**config.mk**
```make
export PLATFORM = sky130hd
export DESIGN_NAME = clock_overlay_top
export DESIGN_NICKNAME = d
export VERILOG_FILES = /design/src/clock_overlay_pkg.sv /design/src/clock_overlay_top.sv /design/src/glyph_scanner.sv /design/src/glyph_writer.sv /design/src/second_tick_gen.sv /design/src/time_keeper.sv
export VERILOG_INCLUDE_DIRS = /design/src /design/src/include
export SDC_FILE = /design/constraint.sdc
export NUM_CORES = 1
export LEC_CHECK = 0
export ABC_AREA = 1
export BUFFER_PORTS_ARGS = -buffer_cell sky130_fd_sc_hd__buf_4
export CAP_MARGIN = 20
export CORE_MARGIN = 3
export CORE_UTILIZATION = 53
export CTS_BUF_LIST = sky130_fd_sc_hd__clkbuf_4 sky130_fd_sc_hd__clkbuf_8
export CTS_CLUSTER_SIZE = 10
export DETAILED_ROUTE_END_ITERATION = 8
export GPL_TIMING_DRIVEN = 0
export MAX_ROUTING_LAYER = met4
export PLACE_DENSITY = 0.77
export SKIP_CTS_REPAIR_TIMING = 1
export SYNTH_ARGS = -nofsm -noshare
export SYNTH_HDL_FRONTEND = slang
export SYNTH_SLANG_ARGS = --single-unit
```
**constraint.sdc**
```tcl
create_clock -name clk -period 3.8 [get_ports clk]
set_input_delay 1.14 -clock clk [delete_from_list [all_inputs] [get_ports clk]]
set_output_delay 1.14 -clock clk [all_outputs]
set_load 0.02 [all_outputs]
```
**src/include/clock_overlay_defs.svh**
```systemverilog
/*
 * clock overlay constants
 *   glyph geometry of the character ROM
 *   placement of the time string in the framebuffer
 *   pixel colours and the default second divider
 */

`ifndef CLOCK_OVERLAY_DEFS_SVH
`define CLOCK_OVERLAY_DEFS_SVH

// ==========================================================================
// glyph geometry
// ==========================================================================
`define CHAR_COUNT            8
`define GLYPH_LINES           24
`define GLYPH_WIDTH           13
// ROM glyph code of ':'
`define COLON_GLYPH           10

// ==========================================================================
// screen placement and colours
// ==========================================================================
`define FB_LINE_PITCH         256
// top-left pixel of "HH:MM:SS", relative to the framebuffer base
`define CLOCK_ORIGIN          59544
`define PIXEL_ON              24'hffffff
`define PIXEL_OFF             24'h000000

// system clock cycles per second
`define TICKS_PER_SEC_DEFAULT 1000000

`endif

```
**src/clock_overlay_pkg.sv**
```systemverilog
/*
 * clock overlay types
 *   framebuffer, character ROM and time field widths
 *   scan position indices
 *   glyph scanner FSM states
 */

package clock_overlay_pkg;

	typedef logic [23:0] pixel_t;
	typedef logic [19:0] fb_addr_t;
	typedef logic [12:0] glyph_line_t;
	typedef logic [8:0]  glyph_addr_t;

	// one decimal digit, or a glyph code up to the colon
	typedef logic [3:0]  bcd_t;
	typedef logic [4:0]  hour_t;
	typedef logic [5:0]  minsec_t;

	// position inside one redraw
	typedef logic [2:0]  char_idx_t;
	typedef logic [4:0]  line_idx_t;
	typedef logic [3:0]  pixel_idx_t;

	typedef enum logic [1:0] {
		SCAN_IDLE,
		SCAN_FETCH,
		SCAN_WAIT,
		SCAN_WRITE
	} scan_state_t;

endpackage

```
**src/clock_overlay_top.sv**
```systemverilog
/*
 * clock overlay top level
 *   second tick, time keeper, glyph scanner, glyph writer
 *   character ROM read port and framebuffer write port
 */

`timescale 1ns/1ps
`include "clock_overlay_defs.svh"

module clock_overlay_top #(
	parameter int TICKS_PER_SEC = `TICKS_PER_SEC_DEFAULT
) (
	input  logic                           clk,
	input  logic                           reset,
	input  logic                           i_load,
	input  clock_overlay_pkg::hour_t       i_init_hours,
	input  clock_overlay_pkg::minsec_t     i_init_minutes,
	input  clock_overlay_pkg::minsec_t     i_init_seconds,
	input  clock_overlay_pkg::fb_addr_t    i_fb_base,
	input  clock_overlay_pkg::glyph_line_t i_cr_q,
	output clock_overlay_pkg::glyph_addr_t o_cr_a,
	output clock_overlay_pkg::fb_addr_t    o_im_a,
	output clock_overlay_pkg::pixel_t      o_im_d,
	output logic                           o_im_wen,
	output logic                           o_drawing
);

	import clock_overlay_pkg::*;

	logic       tick;
	logic       update;
	bcd_t       hour_tens, hour_ones, min_tens, min_ones, sec_tens, sec_ones;
	char_idx_t  char_idx;
	line_idx_t  line_idx;
	pixel_idx_t pixel_x;
	logic       fetch, write, active;

	second_tick_gen #(.TICKS_PER_SEC(TICKS_PER_SEC)) u_tick (
		.clk(clk), .reset(reset), .o_tick(tick)
	);

	time_keeper u_time (
		.clk(clk), .reset(reset), .i_tick(tick), .i_load(i_load),
		.i_init_hours(i_init_hours), .i_init_minutes(i_init_minutes),
		.i_init_seconds(i_init_seconds), .o_update(update),
		.o_hour_tens(hour_tens), .o_hour_ones(hour_ones),
		.o_min_tens(min_tens), .o_min_ones(min_ones),
		.o_sec_tens(sec_tens), .o_sec_ones(sec_ones)
	);

	// load -> update -> fetch -> wait -> registered pixel write
	glyph_scanner u_scan (
		.clk(clk), .reset(reset), .i_update(update),
		.o_char_idx(char_idx), .o_line_idx(line_idx), .o_pixel_x(pixel_x),
		.o_fetch(fetch), .o_write(write), .o_active(active)
	);

	glyph_writer u_writer (
		.clk(clk), .reset(reset), .i_fb_base(i_fb_base), .i_cr_q(i_cr_q),
		.i_hour_tens(hour_tens), .i_hour_ones(hour_ones),
		.i_min_tens(min_tens), .i_min_ones(min_ones),
		.i_sec_tens(sec_tens), .i_sec_ones(sec_ones),
		.i_char_idx(char_idx), .i_line_idx(line_idx), .i_pixel_x(pixel_x),
		.i_fetch(fetch), .i_write(write), .i_active(active),
		.o_cr_a(o_cr_a), .o_im_a(o_im_a), .o_im_d(o_im_d),
		.o_im_wen(o_im_wen), .o_drawing(o_drawing)
	);

endmodule

```
**src/glyph_scanner.sv**
```systemverilog
/*
 * glyph scanner
 *   FSM pacing one redraw of the eight-character string
 *   per glyph line: fetch, wait for the ROM, 13 pixel writes
 *   nested pixel / line / character counters
 */

`timescale 1ns/1ps
`include "clock_overlay_defs.svh"

module glyph_scanner (
	input  logic                          clk,
	input  logic                          reset,
	input  logic                          i_update,
	output clock_overlay_pkg::char_idx_t  o_char_idx,
	output clock_overlay_pkg::line_idx_t  o_line_idx,
	output clock_overlay_pkg::pixel_idx_t o_pixel_x,
	output logic                          o_fetch,
	output logic                          o_write,
	output logic                          o_active
);

	import clock_overlay_pkg::*;

	localparam char_idx_t  LAST_CHAR  = char_idx_t'(`CHAR_COUNT - 1);
	localparam line_idx_t  LAST_LINE  = line_idx_t'(`GLYPH_LINES - 1);
	localparam pixel_idx_t LAST_PIXEL = pixel_idx_t'(`GLYPH_WIDTH - 1);

	scan_state_t state;

	// ==========================================================================
	// state and counters
	// ==========================================================================
	always_ff @(posedge clk or posedge reset) begin
		if (reset) begin
			state      <= SCAN_IDLE;
			o_char_idx <= '0;
			o_line_idx <= '0;
			o_pixel_x  <= '0;
		end else begin
			case (state)
				SCAN_IDLE: begin
					if (i_update) begin
						state      <= SCAN_FETCH;
						o_char_idx <= '0;
						o_line_idx <= '0;
						o_pixel_x  <= '0;
					end
				end
				SCAN_FETCH: begin
					state <= SCAN_WAIT;
				end
				SCAN_WAIT: begin
					state     <= SCAN_WRITE;
					o_pixel_x <= '0;
				end
				SCAN_WRITE: begin
					if (o_pixel_x == LAST_PIXEL) begin
						o_pixel_x <= '0;
						if (o_line_idx == LAST_LINE) begin
							o_line_idx <= '0;
							if (o_char_idx == LAST_CHAR) begin
								// whole string drawn
								state      <= SCAN_IDLE;
								o_char_idx <= '0;
							end else begin
								state      <= SCAN_FETCH;
								o_char_idx <= o_char_idx + 1'b1;
							end
						end else begin
							state      <= SCAN_FETCH;
							o_line_idx <= o_line_idx + 1'b1;
						end
					end else begin
						o_pixel_x <= o_pixel_x + 1'b1;
					end
				end
				default: begin
					state <= SCAN_IDLE;
				end
			endcase
		end
	end

	assign o_fetch  = (state == SCAN_FETCH);
	assign o_write  = (state == SCAN_WRITE);
	assign o_active = (state != SCAN_IDLE);

	// tick period must cover a full redraw
	a_update_when_idle: assert property (@(posedge clk) disable iff (reset)
		i_update |-> state == SCAN_IDLE);

endmodule

```
**src/glyph_writer.sv**
```systemverilog
/*
 * glyph writer
 *   digit / colon select per character position
 *   character ROM address at each line fetch
 *   framebuffer address, colour and write strobe per pixel
 */

`timescale 1ns/1ps
`include "clock_overlay_defs.svh"

module glyph_writer (
	input  logic                          clk,
	input  logic                          reset,
	input  clock_overlay_pkg::fb_addr_t   i_fb_base,
	input  clock_overlay_pkg::glyph_line_t i_cr_q,
	input  clock_overlay_pkg::bcd_t       i_hour_tens,
	input  clock_overlay_pkg::bcd_t       i_hour_ones,
	input  clock_overlay_pkg::bcd_t       i_min_tens,
	input  clock_overlay_pkg::bcd_t       i_min_ones,
	input  clock_overlay_pkg::bcd_t       i_sec_tens,
	input  clock_overlay_pkg::bcd_t       i_sec_ones,
	input  clock_overlay_pkg::char_idx_t  i_char_idx,
	input  clock_overlay_pkg::line_idx_t  i_line_idx,
	input  clock_overlay_pkg::pixel_idx_t i_pixel_x,
	input  logic                          i_fetch,
	input  logic                          i_write,
	input  logic                          i_active,
	output clock_overlay_pkg::glyph_addr_t o_cr_a,
	output clock_overlay_pkg::fb_addr_t   o_im_a,
	output clock_overlay_pkg::pixel_t     o_im_d,
	output logic                          o_im_wen,
	output logic                          o_drawing
);

	import clock_overlay_pkg::*;

	localparam bcd_t       COLON    = bcd_t'(`COLON_GLYPH);
	localparam pixel_idx_t MSB_BIT  = pixel_idx_t'(`GLYPH_WIDTH - 1);

	bcd_t        glyph_code;
	glyph_addr_t cr_addr;
	fb_addr_t    pixel_addr;
	pixel_idx_t  bit_sel;

	// "HH:MM:SS", position 0 on the left
	always_comb begin
		case (i_char_idx)
			3'd0:    glyph_code = i_hour_tens;
			3'd1:    glyph_code = i_hour_ones;
			3'd3:    glyph_code = i_min_tens;
			3'd4:    glyph_code = i_min_ones;
			3'd6:    glyph_code = i_sec_tens;
			3'd7:    glyph_code = i_sec_ones;
			default: glyph_code = COLON;
		endcase
	end

	// glyphs are stacked in the ROM, GLYPH_LINES words each
	assign cr_addr = glyph_addr_t'(glyph_code) * glyph_addr_t'(`GLYPH_LINES) +
		glyph_addr_t'(i_line_idx);

	assign pixel_addr = i_fb_base + fb_addr_t'(`CLOCK_ORIGIN) +
		fb_addr_t'(i_line_idx) * fb_addr_t'(`FB_LINE_PITCH) +
		fb_addr_t'(i_char_idx) * fb_addr_t'(`GLYPH_WIDTH) + fb_addr_t'(i_pixel_x);

	// leftmost pixel sits in the ROM word's msb
	assign bit_sel = MSB_BIT - i_pixel_x;

	// ==========================================================================
	// ROM address and pixel data
	// ==========================================================================
	always_ff @(posedge clk) begin
		if (i_fetch) begin
			o_cr_a <= cr_addr;
		end
		if (i_write) begin
			o_im_a <= pixel_addr;
			o_im_d <= i_cr_q[bit_sel] ? `PIXEL_ON : `PIXEL_OFF;
		end
	end

	always_ff @(posedge clk or posedge reset) begin
		if (reset) begin
			o_im_wen  <= 1'b1;
			o_drawing <= 1'b0;
		end else begin
			o_im_wen  <= ~i_write;
			o_drawing <= i_active;
		end
	end

	// digits from the time keeper must stay within the ROM's glyph set
	a_glyph_code: assert property (@(posedge clk) disable iff (reset)
		i_fetch |-> glyph_code <= COLON);

endmodule

```
**src/second_tick_gen.sv**
```systemverilog
/*
 * second tick generator
 *   free-running counter over TICKS_PER_SEC system clocks
 *   one-cycle o_tick on each wrap
 */

`timescale 1ns/1ps
`include "clock_overlay_defs.svh"

module second_tick_gen #(
	parameter int TICKS_PER_SEC = `TICKS_PER_SEC_DEFAULT
) (
	input  logic clk,
	input  logic reset,
	output logic o_tick
);

	localparam int CNT_W = (TICKS_PER_SEC > 1) ? $clog2(TICKS_PER_SEC) : 1;
	localparam logic [CNT_W-1:0] LAST_COUNT = CNT_W'(TICKS_PER_SEC - 1);

	logic [CNT_W-1:0] count;

	// wrap at the terminal count
	always_ff @(posedge clk or posedge reset) begin
		if (reset) begin
			count  <= '0;
			o_tick <= 1'b0;
		end else begin
			if (count == LAST_COUNT) begin
				count <= '0;
			end else begin
				count <= count + 1'b1;
			end
			o_tick <= (count == LAST_COUNT);
		end
	end

endmodule

```
**src/time_keeper.sv**
```systemverilog
/*
 * time keeper
 *   binary hours, minutes and seconds with load and tick
 *   cascaded rollover, 23:59:59 -> 00:00:00
 *   BCD split of each field and a redraw strobe
 */

`timescale 1ns/1ps

module time_keeper (
	input  logic                       clk,
	input  logic                       reset,
	input  logic                       i_tick,
	input  logic                       i_load,
	input  clock_overlay_pkg::hour_t   i_init_hours,
	input  clock_overlay_pkg::minsec_t i_init_minutes,
	input  clock_overlay_pkg::minsec_t i_init_seconds,
	output logic                       o_update,
	output clock_overlay_pkg::bcd_t    o_hour_tens,
	output clock_overlay_pkg::bcd_t    o_hour_ones,
	output clock_overlay_pkg::bcd_t    o_min_tens,
	output clock_overlay_pkg::bcd_t    o_min_ones,
	output clock_overlay_pkg::bcd_t    o_sec_tens,
	output clock_overlay_pkg::bcd_t    o_sec_ones
);

	import clock_overlay_pkg::*;

	hour_t   hours;
	minsec_t minutes;
	minsec_t seconds;

	// tens and ones of a value below 60, packed as {tens, ones}
	function automatic logic [7:0] to_bcd(input minsec_t value);
		bcd_t    tens;
		minsec_t rest;
		if (value < 6'd10) begin
			tens = 4'd0;
		end else if (value < 6'd20) begin
			tens = 4'd1;
		end else if (value < 6'd30) begin
			tens = 4'd2;
		end else if (value < 6'd40) begin
			tens = 4'd3;
		end else if (value < 6'd50) begin
			tens = 4'd4;
		end else begin
			tens = 4'd5;
		end
		rest = value - minsec_t'(tens * 10);
		return {tens, bcd_t'(rest)};
	endfunction

	// ==========================================================================
	// time registers, load wins over tick
	// ==========================================================================
	always_ff @(posedge clk or posedge reset) begin
		if (reset) begin
			hours    <= '0;
			minutes  <= '0;
			seconds  <= '0;
			o_update <= 1'b0;
		end else begin
			if (i_load) begin
				hours   <= i_init_hours;
				minutes <= i_init_minutes;
				seconds <= i_init_seconds;
			end else if (i_tick) begin
				if (seconds == 6'd59) begin
					seconds <= '0;
					if (minutes == 6'd59) begin
						minutes <= '0;
						hours   <= (hours == 5'd23) ? '0 : hours + 1'b1;
					end else begin
						minutes <= minutes + 1'b1;
					end
				end else begin
					seconds <= seconds + 1'b1;
				end
			end
			// redraw once the new time is in place
			o_update <= i_load | i_tick;
		end
	end

	assign {o_hour_tens, o_hour_ones} = to_bcd(minsec_t'(hours));
	assign {o_min_tens, o_min_ones}   = to_bcd(minutes);
	assign {o_sec_tens, o_sec_ones}   = to_bcd(seconds);

	// host must only load a valid time of day
	a_load_in_range: assert property (@(posedge clk) disable iff (reset)
		i_load |-> (i_init_hours < 5'd24 && i_init_minutes < 6'd60 &&
			i_init_seconds < 6'd60));

endmodule

```
==> impl_metrics.yaml, run 1 <==
yosys:
  synth_xor_xnor_area_share_pct: 6.484
  synth_edf_count: 30
  synth_compound_area_share_pct: 10.58
  synthMuxAreaShare_pct: 0
  yosys_warnings: 0
  syn_inst: 753
  synth_simple_gate_area_share_pct: 20.16
  syn_area_um2: 6349
  synth_top_family_by_area: "simple AND/OR/NAND/NOR gates"
  synthFlopType: "dfrtp_1"
  syn_area_per_cell_um2: 8.431
  synthesis.nets: 885
  synthAdderAreaFrac_pct: 17.11
  ys_seq_area_share_pct: 35.89
  ys_ff_latch: 85
  synthDistinctLibCells: 47
  async_flop_share_pct: 64.71
grt:
  grt_pass1_wl_um: 23760
  grt_usage_pct: 22.80
  grt_pass1_vias: 5292
  antenna_found_initial: 0
  gr-total-overflow: 0
  grt_max_degree: 42
cts:
  cts_buffers: 9
  htreeDepth: 3
  clock_sinks: 85
  clk_pin_slew_ns: 0.09
  clk_latency_ns: 0.37
  cts_tree: "done"
  clockBufferDepth: 2
  cts_root_buf: "clkbuf_8"
setup_path:
  slowest_stage: "fa_1"
  crit_path_max_fanout: 3
  crit_path_end_kind: "register"
  worst-r2r-cell-count: 14
  critPathMaxStageDelay_ns: 0.53
  rrSetupSlack_ns: 0.13
  cp.arrival_ns: 4.00
  worst_ep_required_time_ns: 3.93
  path_cells: "buf_8 > inv_8 > fa_1 > fa_1 > fa_1 > fa_2 > inv_2 > nand3_2 > a21oi_2 > nor2_4 > o21ai_2 > a21oi_1 > nor2_1 > nor2_1 > xnor2_1"
  crit_type: "primary input to register"
  crit_path_frequent_cell: "fa_1"
  critPathLaunchType: "primary input"
routing:
  drt_iter0_markers: 298
  routed_wl_um: 14530
  wl_per_cell_um: 14.16
  viasPerCell: 5.264
  drc: 0
  antenna_left: 0
  vias: 5401
  first_pass_iters: 5
timing:
  slew-limit-headroom_pct: 47.50
  slew_violations: 0
  final-setup-viol-count: 3
  post-route-period-util_pct: 101.9
  timing.final.ws_setup_ns: -0.07180
  clock-skew-final_ns: 0.01265
  hold_ws_ns: 0.5427
  max_freq_ghz: 0.2583
  rsz0062_at_grt: "yes"
  period_minus_slack_ns: 3.872
  final-hold-violation-count: 0
  tightestPinTransition_ns: 0.7804
job:
  cap_violations: 0
floorplanning:
  pin_count: 108
  die-area_um2: 13330
  die_height_um: 115.4
  die_w_um: 115.4
  num_rows: 39
  start_util_pct: 54.90
  core_area_um2: 11560
status:
  status: "finished with violations"
  violations: "setup timing"
pwr:
  powerDensity_nw_per_um2: 681.9
  finalPower_mw: 5.333
  ir_drop_mv: 0.2514
  leakage_nw: 3.866
cells_and_area:
  syn2layout_area_growth_pct: 23.18
  mostFrequentLayoutCell: "nand2_1"
  layout_common_cells: "nand2_1, buf_4, inv_1"
  nNetsFinal: 1010
  final_area_um2: 7820
  nFillCells: 935
  num_antenna_cells: 0
  drive_above_1_share_pct: 24.35
place:
  routabilityCongestion: 0.9270
  place_hpwl_um: 11290
  port_buffers: 106
  place_area_um2: 7425
min_path:
  holdCritPathClass: "register to register"
  hold_depth: 1
Yosys cell counts, drive strengths merged (12+ instances only):
cell type | instances | area [um2]
nor2 | 65 | 279.0
fa | 13 | 260.3
edfxtp | 30 | 900.9
o21ai | 56 | 284.0
xnor2 | 12 | 105.1
nand3 | 40 | 232.7
a21oi | 26 | 130.1
dfrtp | 54 | 1351
nand2 | 151 | 584.3
xor2 | 35 | 306.5
ha | 66 | 825.8
buf | 27 | 195.2
nand4 | 12 | 75.07
inv | 110 | 412.9
report_power, final:
part	total (mW)	internal (mW)	switching, mW
clock network	0.734	0.402	0.332
logic	3.10	1.33	1.77
registers	1.50	1.30	0.200
total	5.33	3.03	2.30
path summary, 6_finish.rpt:
check	end	from
setup / recovery	u_writer.o_im_a[18]$_DFFE_PP_	i_fb_base[3]
max in group asynchronous	u_writer.o_im_wen$_DFF_PP1_	reset
hold / removal	u_tick.count[15]$_DFF_PP0_	u_tick.count[15]$_DFF_PP0_
hold reg to reg	u_tick.count[15]$_DFF_PP0_	u_tick.count[15]$_DFF_PP0_
setup reg to reg	u_writer.o_im_a[18]$_DFFE_PP_	u_scan.o_char_idx[0]$_DFFE_PP0P_
min in group asynchronous	u_tick.count[10]$_DFF_PP0_	reset
through the flow:
stage | TNS [ns] | instances | utilization [%] | worst slack (ns)
3_3_place_gp | -3.551 | 1002 | 63.79 | -0.4758
2_1_floorplan | -0.8586 | 753 | - | -0.2029
5_1_grt | -0.3917 | 1026 | 67.62 | -0.1502
3_5_place_dp | -4.806 | 1004 | 64.20 | -0.5712
4_1_cts | -0.7937 | 1020 | 66.15 | -0.2184
6_report | -0.08778 | 1026 | 67.62 | -0.07180
critical path, delay by kind of cell:
| family | cells | cell delay (ns) |
|---|---|---|
| adder cells (fa/ha/maj) | 4 | 1.84 |
| buffers and inverters | 3 | 0.18 |
| AO/OA/AOI/OAI | 3 | 0.41 |
| XOR/XNOR | 1 | 0.12 |
| AND/OR/NAND/NOR | 4 | 0.31 |
layer usage:
layer,part of all wire [%],global-route usage [%],up-vias
met5,0,-,-
met4,1.7,6.573,0
met3,5.7,4.178,22
met2,49,38.31,158
met1,44,28.27,2501
li1,-,-,2720
cells by family (layout without fill, tap and decap cells):
| family | Yosys count | in the layout |
|---|---|---|
| fa+ha+maj | 79 | 79 |
| xor+xnor | 47 | 47 |
| flops | 85 | 85 |
| buf+inv | 140 | 270 |
| compound gates | 117 | 117 |
| simple gates | 285 | 285 |
area by class of cell:
class | instances | area [um2] | area share, %
plain buffers | 29 | 209.0 | 2.672
clock buffers | 12 | 152.6 | 1.952
clock inverters | 4 | 72.57 | 0.9280
inverters | 111 | 424.2 | 5.424
multi-input cells | 528 | 3605 | 46.10
flip-flops and latches | 85 | 2282 | 29.18
well taps | 143 | 178.9 | 2.288
repair buffers | 114 | 895.9 | 11.46
sequential cells by signal (all words and copies together) (netlist names), 3 cells and up:
| register | flops |
|---|---|
| u_time.hours | 5 |
| u_scan.o_char_idx | 3 |
| u_scan.o_line_idx | 5 |
| u_scan.o_pixel_x | 4 |
| u_time.minutes | 6 |
| u_tick.count | 20 |
| u_writer.o_cr_a | 9 |
| u_writer.o_im_a | 20 |
| u_time.seconds | 6 |
(Power assumes the default switching activity.)
==> run 2: changes to the inputs <==
--- a/config.mk
+++ b/config.mk
@@ -9,6 +9,7 @@
 export ABC_AREA = 1
 export BUFFER_PORTS_ARGS = -buffer_cell sky130_fd_sc_hd__buf_4
 export CAP_MARGIN = 20
+export CORE_ASPECT_RATIO = 1.5
 export CORE_MARGIN = 3
 export CORE_UTILIZATION = 53
 export CTS_BUF_LIST = sky130_fd_sc_hd__clkbuf_4 sky130_fd_sc_hd__clkbuf_8
==> run 2 against run 1 <==
Net effect:
- the run still ends with setup timing left
- die area increased by 0.20%
- non-clock buffer count increased by 2
- via count increased by 1.2%
- critical path depth unchanged
- register-to-register slack about the same
- power increased by 0.22%
- sequential share of layout area decreased by 0.12 points
- clock skew about the same
==> impl_metrics.yaml, run 2 (same netlist as run 1, synthesis figures left out) <==
timing:
  slew_violations: 0
  tightestPinTransition_ns: 0.7886
  clock-skew-final_ns: 0.01265
  hold_ws_ns: 0.5456
  period_minus_slack_ns: 3.839
  slew-limit-headroom_pct: 47.43
  post-route-period-util_pct: 101.0
  max_freq_ghz: 0.2605
  timing.final.ws_setup_ns: -0.03948
  setup_tns_ns: -0.06348
  final-hold-violation-count: 0
  final-setup-viol-count: 4
  rsz0062_at_grt: "yes"
grt:
  grt_pass1_wl_um: 23490
  grt_pass1_vias: 5410
  grt_usage_pct: 22.59
  antenna_found_initial: 0
  grt_max_degree: 42
  gr-total-overflow: 0
floorplanning:
  start_util_pct: 54.77
  core_area_um2: 11590
  die_w_um: 95.36
  pin_count: 108
  num_rows: 48
  die_height_um: 140.0
  die-area_um2: 13350
setup_path:
  path_cells: "buf_8 > inv_8 > fa_1 > fa_1 > fa_1 > fa_2 > inv_2 > nand3_4 > a21oi_4 > nor2_4 > o21ai_4 > a21oi_2 > nor2_1 > nor2_1 > xnor2_1"
  worst-r2r-cell-count: 14
  slowest_stage: "fa_1"
  cp.arrival_ns: 3.95
  crit_family: "adder cells"
  critPathMaxStageDelay_ns: 0.52
  worst_ep_required_time_ns: 3.91
  crit_type: "primary input to register"
  critPathLaunchType: "primary input"
  crit_path_end_kind: "register"
  rrSetupSlack_ns: 0.14
  crit_path_frequent_cell: "fa_1"
  r2r_end: "u_writer.o_im_a[18]$_DFFE_PP_"
  critPathBufInv: 3
  crit_path_max_fanout: 3
  r2r_start: "u_scan.o_char_idx[0]$_DFFE_PP0P_"
place:
  port_buffers: 106
  dpl_worst_slack_ns: -0.5769
  routabilityCongestion: 0.9583
  place_hpwl_um: 11320
  place_area_um2: 7433
routing:
  drc: 0
  routed_wl_um: 14360
  antenna_left: 0
  first_pass_iters: 6
  viasPerCell: 5.279
  drt_iter0_markers: 223
  vias: 5464
  wl_per_cell_um: 13.88
cells_and_area:
  drive_above_1_share_pct: 24.41
  final_area_um2: 7845
  nNetsFinal: 1012
  mostFrequentLayoutCell: "nand2_1"
  layout_common_cells: "nand2_1, buf_4, inv_1"
  num_antenna_cells: 0
  syn2layout_area_growth_pct: 23.57
  largest_registers: "u_tick.count x20, u_writer.o_im_a x20, u_writer.o_cr_a x9"
cts:
  clk_latency_ns: 0.36
  cts_root_buf: "clkbuf_8"
  clock_sinks: 85
  cts_tree: "done"
  clockBufferDepth: 2
  cts_buffers: 9
  htreeDepth: 3
  clk_pin_slew_ns: 0.08
pwr:
  ir_drop_mv: 0.2932
  leakage_nw: 3.878
  powerDensity_nw_per_um2: 681.2
status:
  violations: "setup timing"
  status: "finished with violations"
min_path:
  holdPathEnd: "u_tick.count[2]$_DFF_PP0_"
  hold_start: "u_tick.count[2]$_DFF_PP0_"
  hold_depth: 1
  holdCritPathClass: "register to register"
job:
  cap_violations: 0
-- run 2: cell types whose count changed in the layout (fill, tap and decap cells not counted), sizes merged --
| cell | delta |
|---|---|
| buf | +3 |
| clkbuf | -2 |
| clkinv | +2 |
| clkinvlp | -1 |
-- run 2: cell type report --
| type | count | area (um2) |
|---|---|---|
| Fill cell | 905 | 3746 |
| Multi-Input combinational cell | 528 | 3615 |
| Sequential cell | 85 | 2280 |
| Timing Repair Buffer | 116 | 910.9 |
| Inverter | 111 | 424.2 |
| Buffer | 29 | 203.9 |
| Tap cell | 150 | 187.7 |
| Clock buffer | 11 | 151.4 |
| Clock inverter | 5 | 72.57 |
-- run 2: how the worst max path moves through the flow --
stage	start	cells past startpoint	slack [ns]	endpoint
finish	i_fb_base[3]	15	-0.04	u_writer.o_im_a[18]$_DFFE_PP_
global route	i_fb_base[3]	15	-0.17	u_writer.o_im_a[11]$_DFFE_PP_
detailed placement	i_fb_base[3]	15	-0.58	u_writer.o_im_a[18]$_DFFE_PP_
CTS	i_fb_base[3]	15	-0.19	u_writer.o_im_a[18]$_DFFE_PP_
floorplan	i_fb_base[3]	14	-0.20	u_writer.o_im_a[18]$_DFFE_PP_
global placement	i_fb_base[3]	15	-0.55	u_writer.o_im_a[18]$_DFFE_PP_
-- run 2: routing by layer --
layer	GRT usage (%)	up-vias	wire, um
met3	3.170	31	553
met1	23.51	2578	5494
met4	9.354	0	354
li1	-	2724	-
met5	-	-	0
met2	41.38	131	7957
-- run 2: report_power, final --
part           switching, mW  internal [mW]
clock network          0.328          0.401
logic                   1.79           1.34
registers              0.191           1.30
-- run 2: per-stage QoR --
stage	instances	total power, mW	util (%)
2_1_floorplan	753	3.483	-
3_3_place_gp	1009	4.281	63.72
3_5_place_dp	1011	4.438	64.13
4_1_cts	1027	5.175	66.06
5_1_grt	1035	5.734	67.68
6_report	1035	5.344	67.68
==> run 3: changes to the inputs <==
--- a/config.mk
+++ b/config.mk
@@ -8,7 +8,7 @@
 export LEC_CHECK = 0
 export ABC_AREA = 1
 export BUFFER_PORTS_ARGS = -buffer_cell sky130_fd_sc_hd__buf_4
-export CAP_MARGIN = 20
+export CAP_MARGIN = 5
 export CORE_ASPECT_RATIO = 1.5
 export CORE_MARGIN = 3
 export CORE_UTILIZATION = 53
@@ -16,8 +16,7 @@
 export CTS_CLUSTER_SIZE = 10
 export DETAILED_ROUTE_END_ITERATION = 8
 export GPL_TIMING_DRIVEN = 0
-export MAX_ROUTING_LAYER = met4
-export PLACE_DENSITY = 0.77
+export PLACE_DENSITY = 0.88
 export SKIP_CTS_REPAIR_TIMING = 1
 export SYNTH_ARGS = -nofsm -noshare
 export SYNTH_HDL_FRONTEND = slang
==> run 3 against run 2 <==
Net effect:
- the flow still finishes with violations (setup timing)
- first-iteration DRC count is the same
- clock skew about the same
- worst hold slack worse by 0.0038 ns
- sequential power about the same
- register-to-register slack worse by 0.27 ns
- utilization fell by 1.2 points
- sequential share of layout area increased by 0.49 points
- count of clock-buffer cells in the layout unchanged
- clock power fell by 19%
- combinational power decreased by 2%
- power down 3.9%
==> impl_metrics.yaml, run 3 (same netlist as run 1, synthesis figures left out) <==
timing:
  max_freq_ghz: 0.2456
  final-hold-violation-count: 0
  slew-limit-headroom_pct: 18.91
  timing.final.ws_setup_ns: -0.2718
  tightestPinTransition_ns: 1.216
  clock-skew-final_ns: 0.01236
  period_minus_slack_ns: 4.072
  slew_violations: 0
  rsz0062_at_grt: "yes"
  final-setup-viol-count: 6
  post-route-period-util_pct: 107.2
setup_path:
  crit_path_end_kind: "register"
  r2r_end: "u_writer.o_im_a[11]$_DFFE_PP_"
  r2r_start: "u_scan.o_char_idx[0]$_DFFE_PP0P_"
  worst-r2r-cell-count: 14
  crit_type: "primary input to register"
  crit_path_max_fanout: 3
  rrSetupSlack_ns: -0.13
  worst_ep_required_time_ns: 3.93
  critPathLaunchType: "primary input"
  cp.arrival_ns: 4.20
routing:
  drt_iter0_markers: 223
  wl_per_cell_um: 13.65
  routed_wl_um: 14110
  viasPerCell: 5.331
  drc: 0
  first_pass_iters: 8
  vias: 5507
  antenna_left: 0
cells_and_area:
  syn2layout_area_growth_pct: 21.44
  mostFrequentLayoutCell: "nand2_1"
  fin_cells: 1033
  nNetsFinal: 1010
  num_antenna_cells: 0
  nFillCells: 918
  drive_above_1_share_pct: 23.67
  largest_registers: "u_tick.count x20, u_writer.o_im_a x20, u_writer.o_cr_a x9"
  layout_common_cells: "nand2_1, buf_4, inv_1"
floorplanning:
  core_area_um2: 11590
  start_util_pct: 54.77
  die-area_um2: 13350
  die_height_um: 140.0
  pin_count: 108
  die_w_um: 95.36
  num_rows: 48
place:
  dpl_worst_slack_ns: -0.5016
  routabilityCongestion: 0.8983
  place_hpwl_um: 10630
  port_buffers: 106
  placed_cells: 1010
cts:
  clk_latency_ns: 0.38
  clockBufferDepth: 2
  clk_pin_slew_ns: 0.10
  htreeDepth: 3
  cts_root_buf: "clkbuf_8"
  cts_tree: "done"
  cts_buffers: 9
  clock_sinks: 85
grt:
  gr-total-overflow: 0
  grt.busiest_layer: "met2"
  antenna_found_initial: 0
  gr-usage-met3_pct: 3.761
  grt_max_degree: 40
  grtUsageMet2_pct: 37.50
  grt_pass1_wl_um: 22440
  use_met1_pct: 23.07
  grt_usage_pct: 20.71
  grt_pass1_vias: 5299
min_path:
  holdPathEnd: "u_tick.count[15]$_DFF_PP0_"
  hold_depth: 1
  holdCritPathClass: "register to register"
  hold_start: "u_tick.count[15]$_DFF_PP0_"
pwr:
  leakage_nw: 3.833
  finalPower_mw: 5.134
  p_comb_share_pct: 59.4
  clockPowerShare_pct: 11.5
  netSwitchingFraction_pct: 44.28
  p_int_mw: 2.861
  ir_drop_mv: 0.2858
  powerDensity_nw_per_um2: 665.9
  power_frac_seq_pct: 29.1
  p_switching_mw: 2.273
job:
  cap_violations: 0
status:
  status: "finished with violations"
  violations: "setup timing"
run 3: cell types whose count changed in the layout (fill, tap and decap cells not counted), moves of 2 or more:
cell,before,now
clkinv_1,3,1
bufinv_16,2,0
clkbuf_4,0,3
clkbuf_8,11,9
run 3: per-layer routing:
| layer | wire length, um | part of all wire, % |
|---|---|---|
| met4 | 371 | 2.6 |
| met1 | 5486 | 39 |
| met2 | 7522 | 53 |
| met3 | 724 | 5.1 |
| met5 | 0 | 0 |
run 3: final cells by class:
cell class	count	area [um2]	share of cell area (%)
inverter	111	424.2	5.501
buffer	29	206.4	2.678
sequential	85	2278	29.55
clock buffer	11	138.9	1.801
multi-input combinational	528	3563	46.22
tap	150	187.7	2.434
clock inverter	5	35.03	0.4544
timing repair buffer	114	875.8	11.36
run 3: worst max path at each step:
stage                       from                       endpoint  slack, ns
detailed placement  i_fb_base[3]  u_writer.o_im_a[18]$_DFFE_PP_      -0.50
finish              i_fb_base[3]  u_writer.o_im_a[11]$_DFFE_PP_      -0.27
CTS                 i_fb_base[3]  u_writer.o_im_a[18]$_DFFE_PP_       -0.1
floorplan           i_fb_base[3]  u_writer.o_im_a[18]$_DFFE_PP_      -0.20
global route        i_fb_base[3]  u_writer.o_im_a[11]$_DFFE_PP_      -0.32
global placement    i_fb_base[3]  u_writer.o_im_a[18]$_DFFE_PP_      -0.49
run 3: through the flow:
stage               utilization (%)  hold slack [ns]  TNS [ns]  area, um2
global placement              63.72           0.5188    -3.377       7386
floorplan                         -           0.4865   -0.8586       6402
global route                  66.52           0.5659    -1.074       7710
finish                        66.52           0.5418   -0.6476       7710
CTS                           65.39           0.5431   -0.3120       7580
detailed placement            63.89           0.5251    -4.093       7406
run 3: critical path, stage by stage:
cell	delay [ns]
buf_8	0.08
inv_8	0.02
fa_1	0.45
fa_1	0.48
fa_1	0.58
inv_1	0.08
ha_1	0.29
nand3_1	0.14
nand2_2	0.10
a21oi_2	0.17
o21bai_2	0.11
a21oi_2	0.17
nor2_1	0.07
nor2_1	0.18
xnor2_1	0.12
run 3: power by group through the flow:
stage	Combinational, mW	Sequential, mW	Clock, mW
floorplan	1.81	1.67	0
global placement	2.75	1.50	0
detailed placement	2.84	1.51	0
CTS	2.86	1.49	0.601
global route	3.34	1.53	0.639
finish	3.05	1.49	0.591
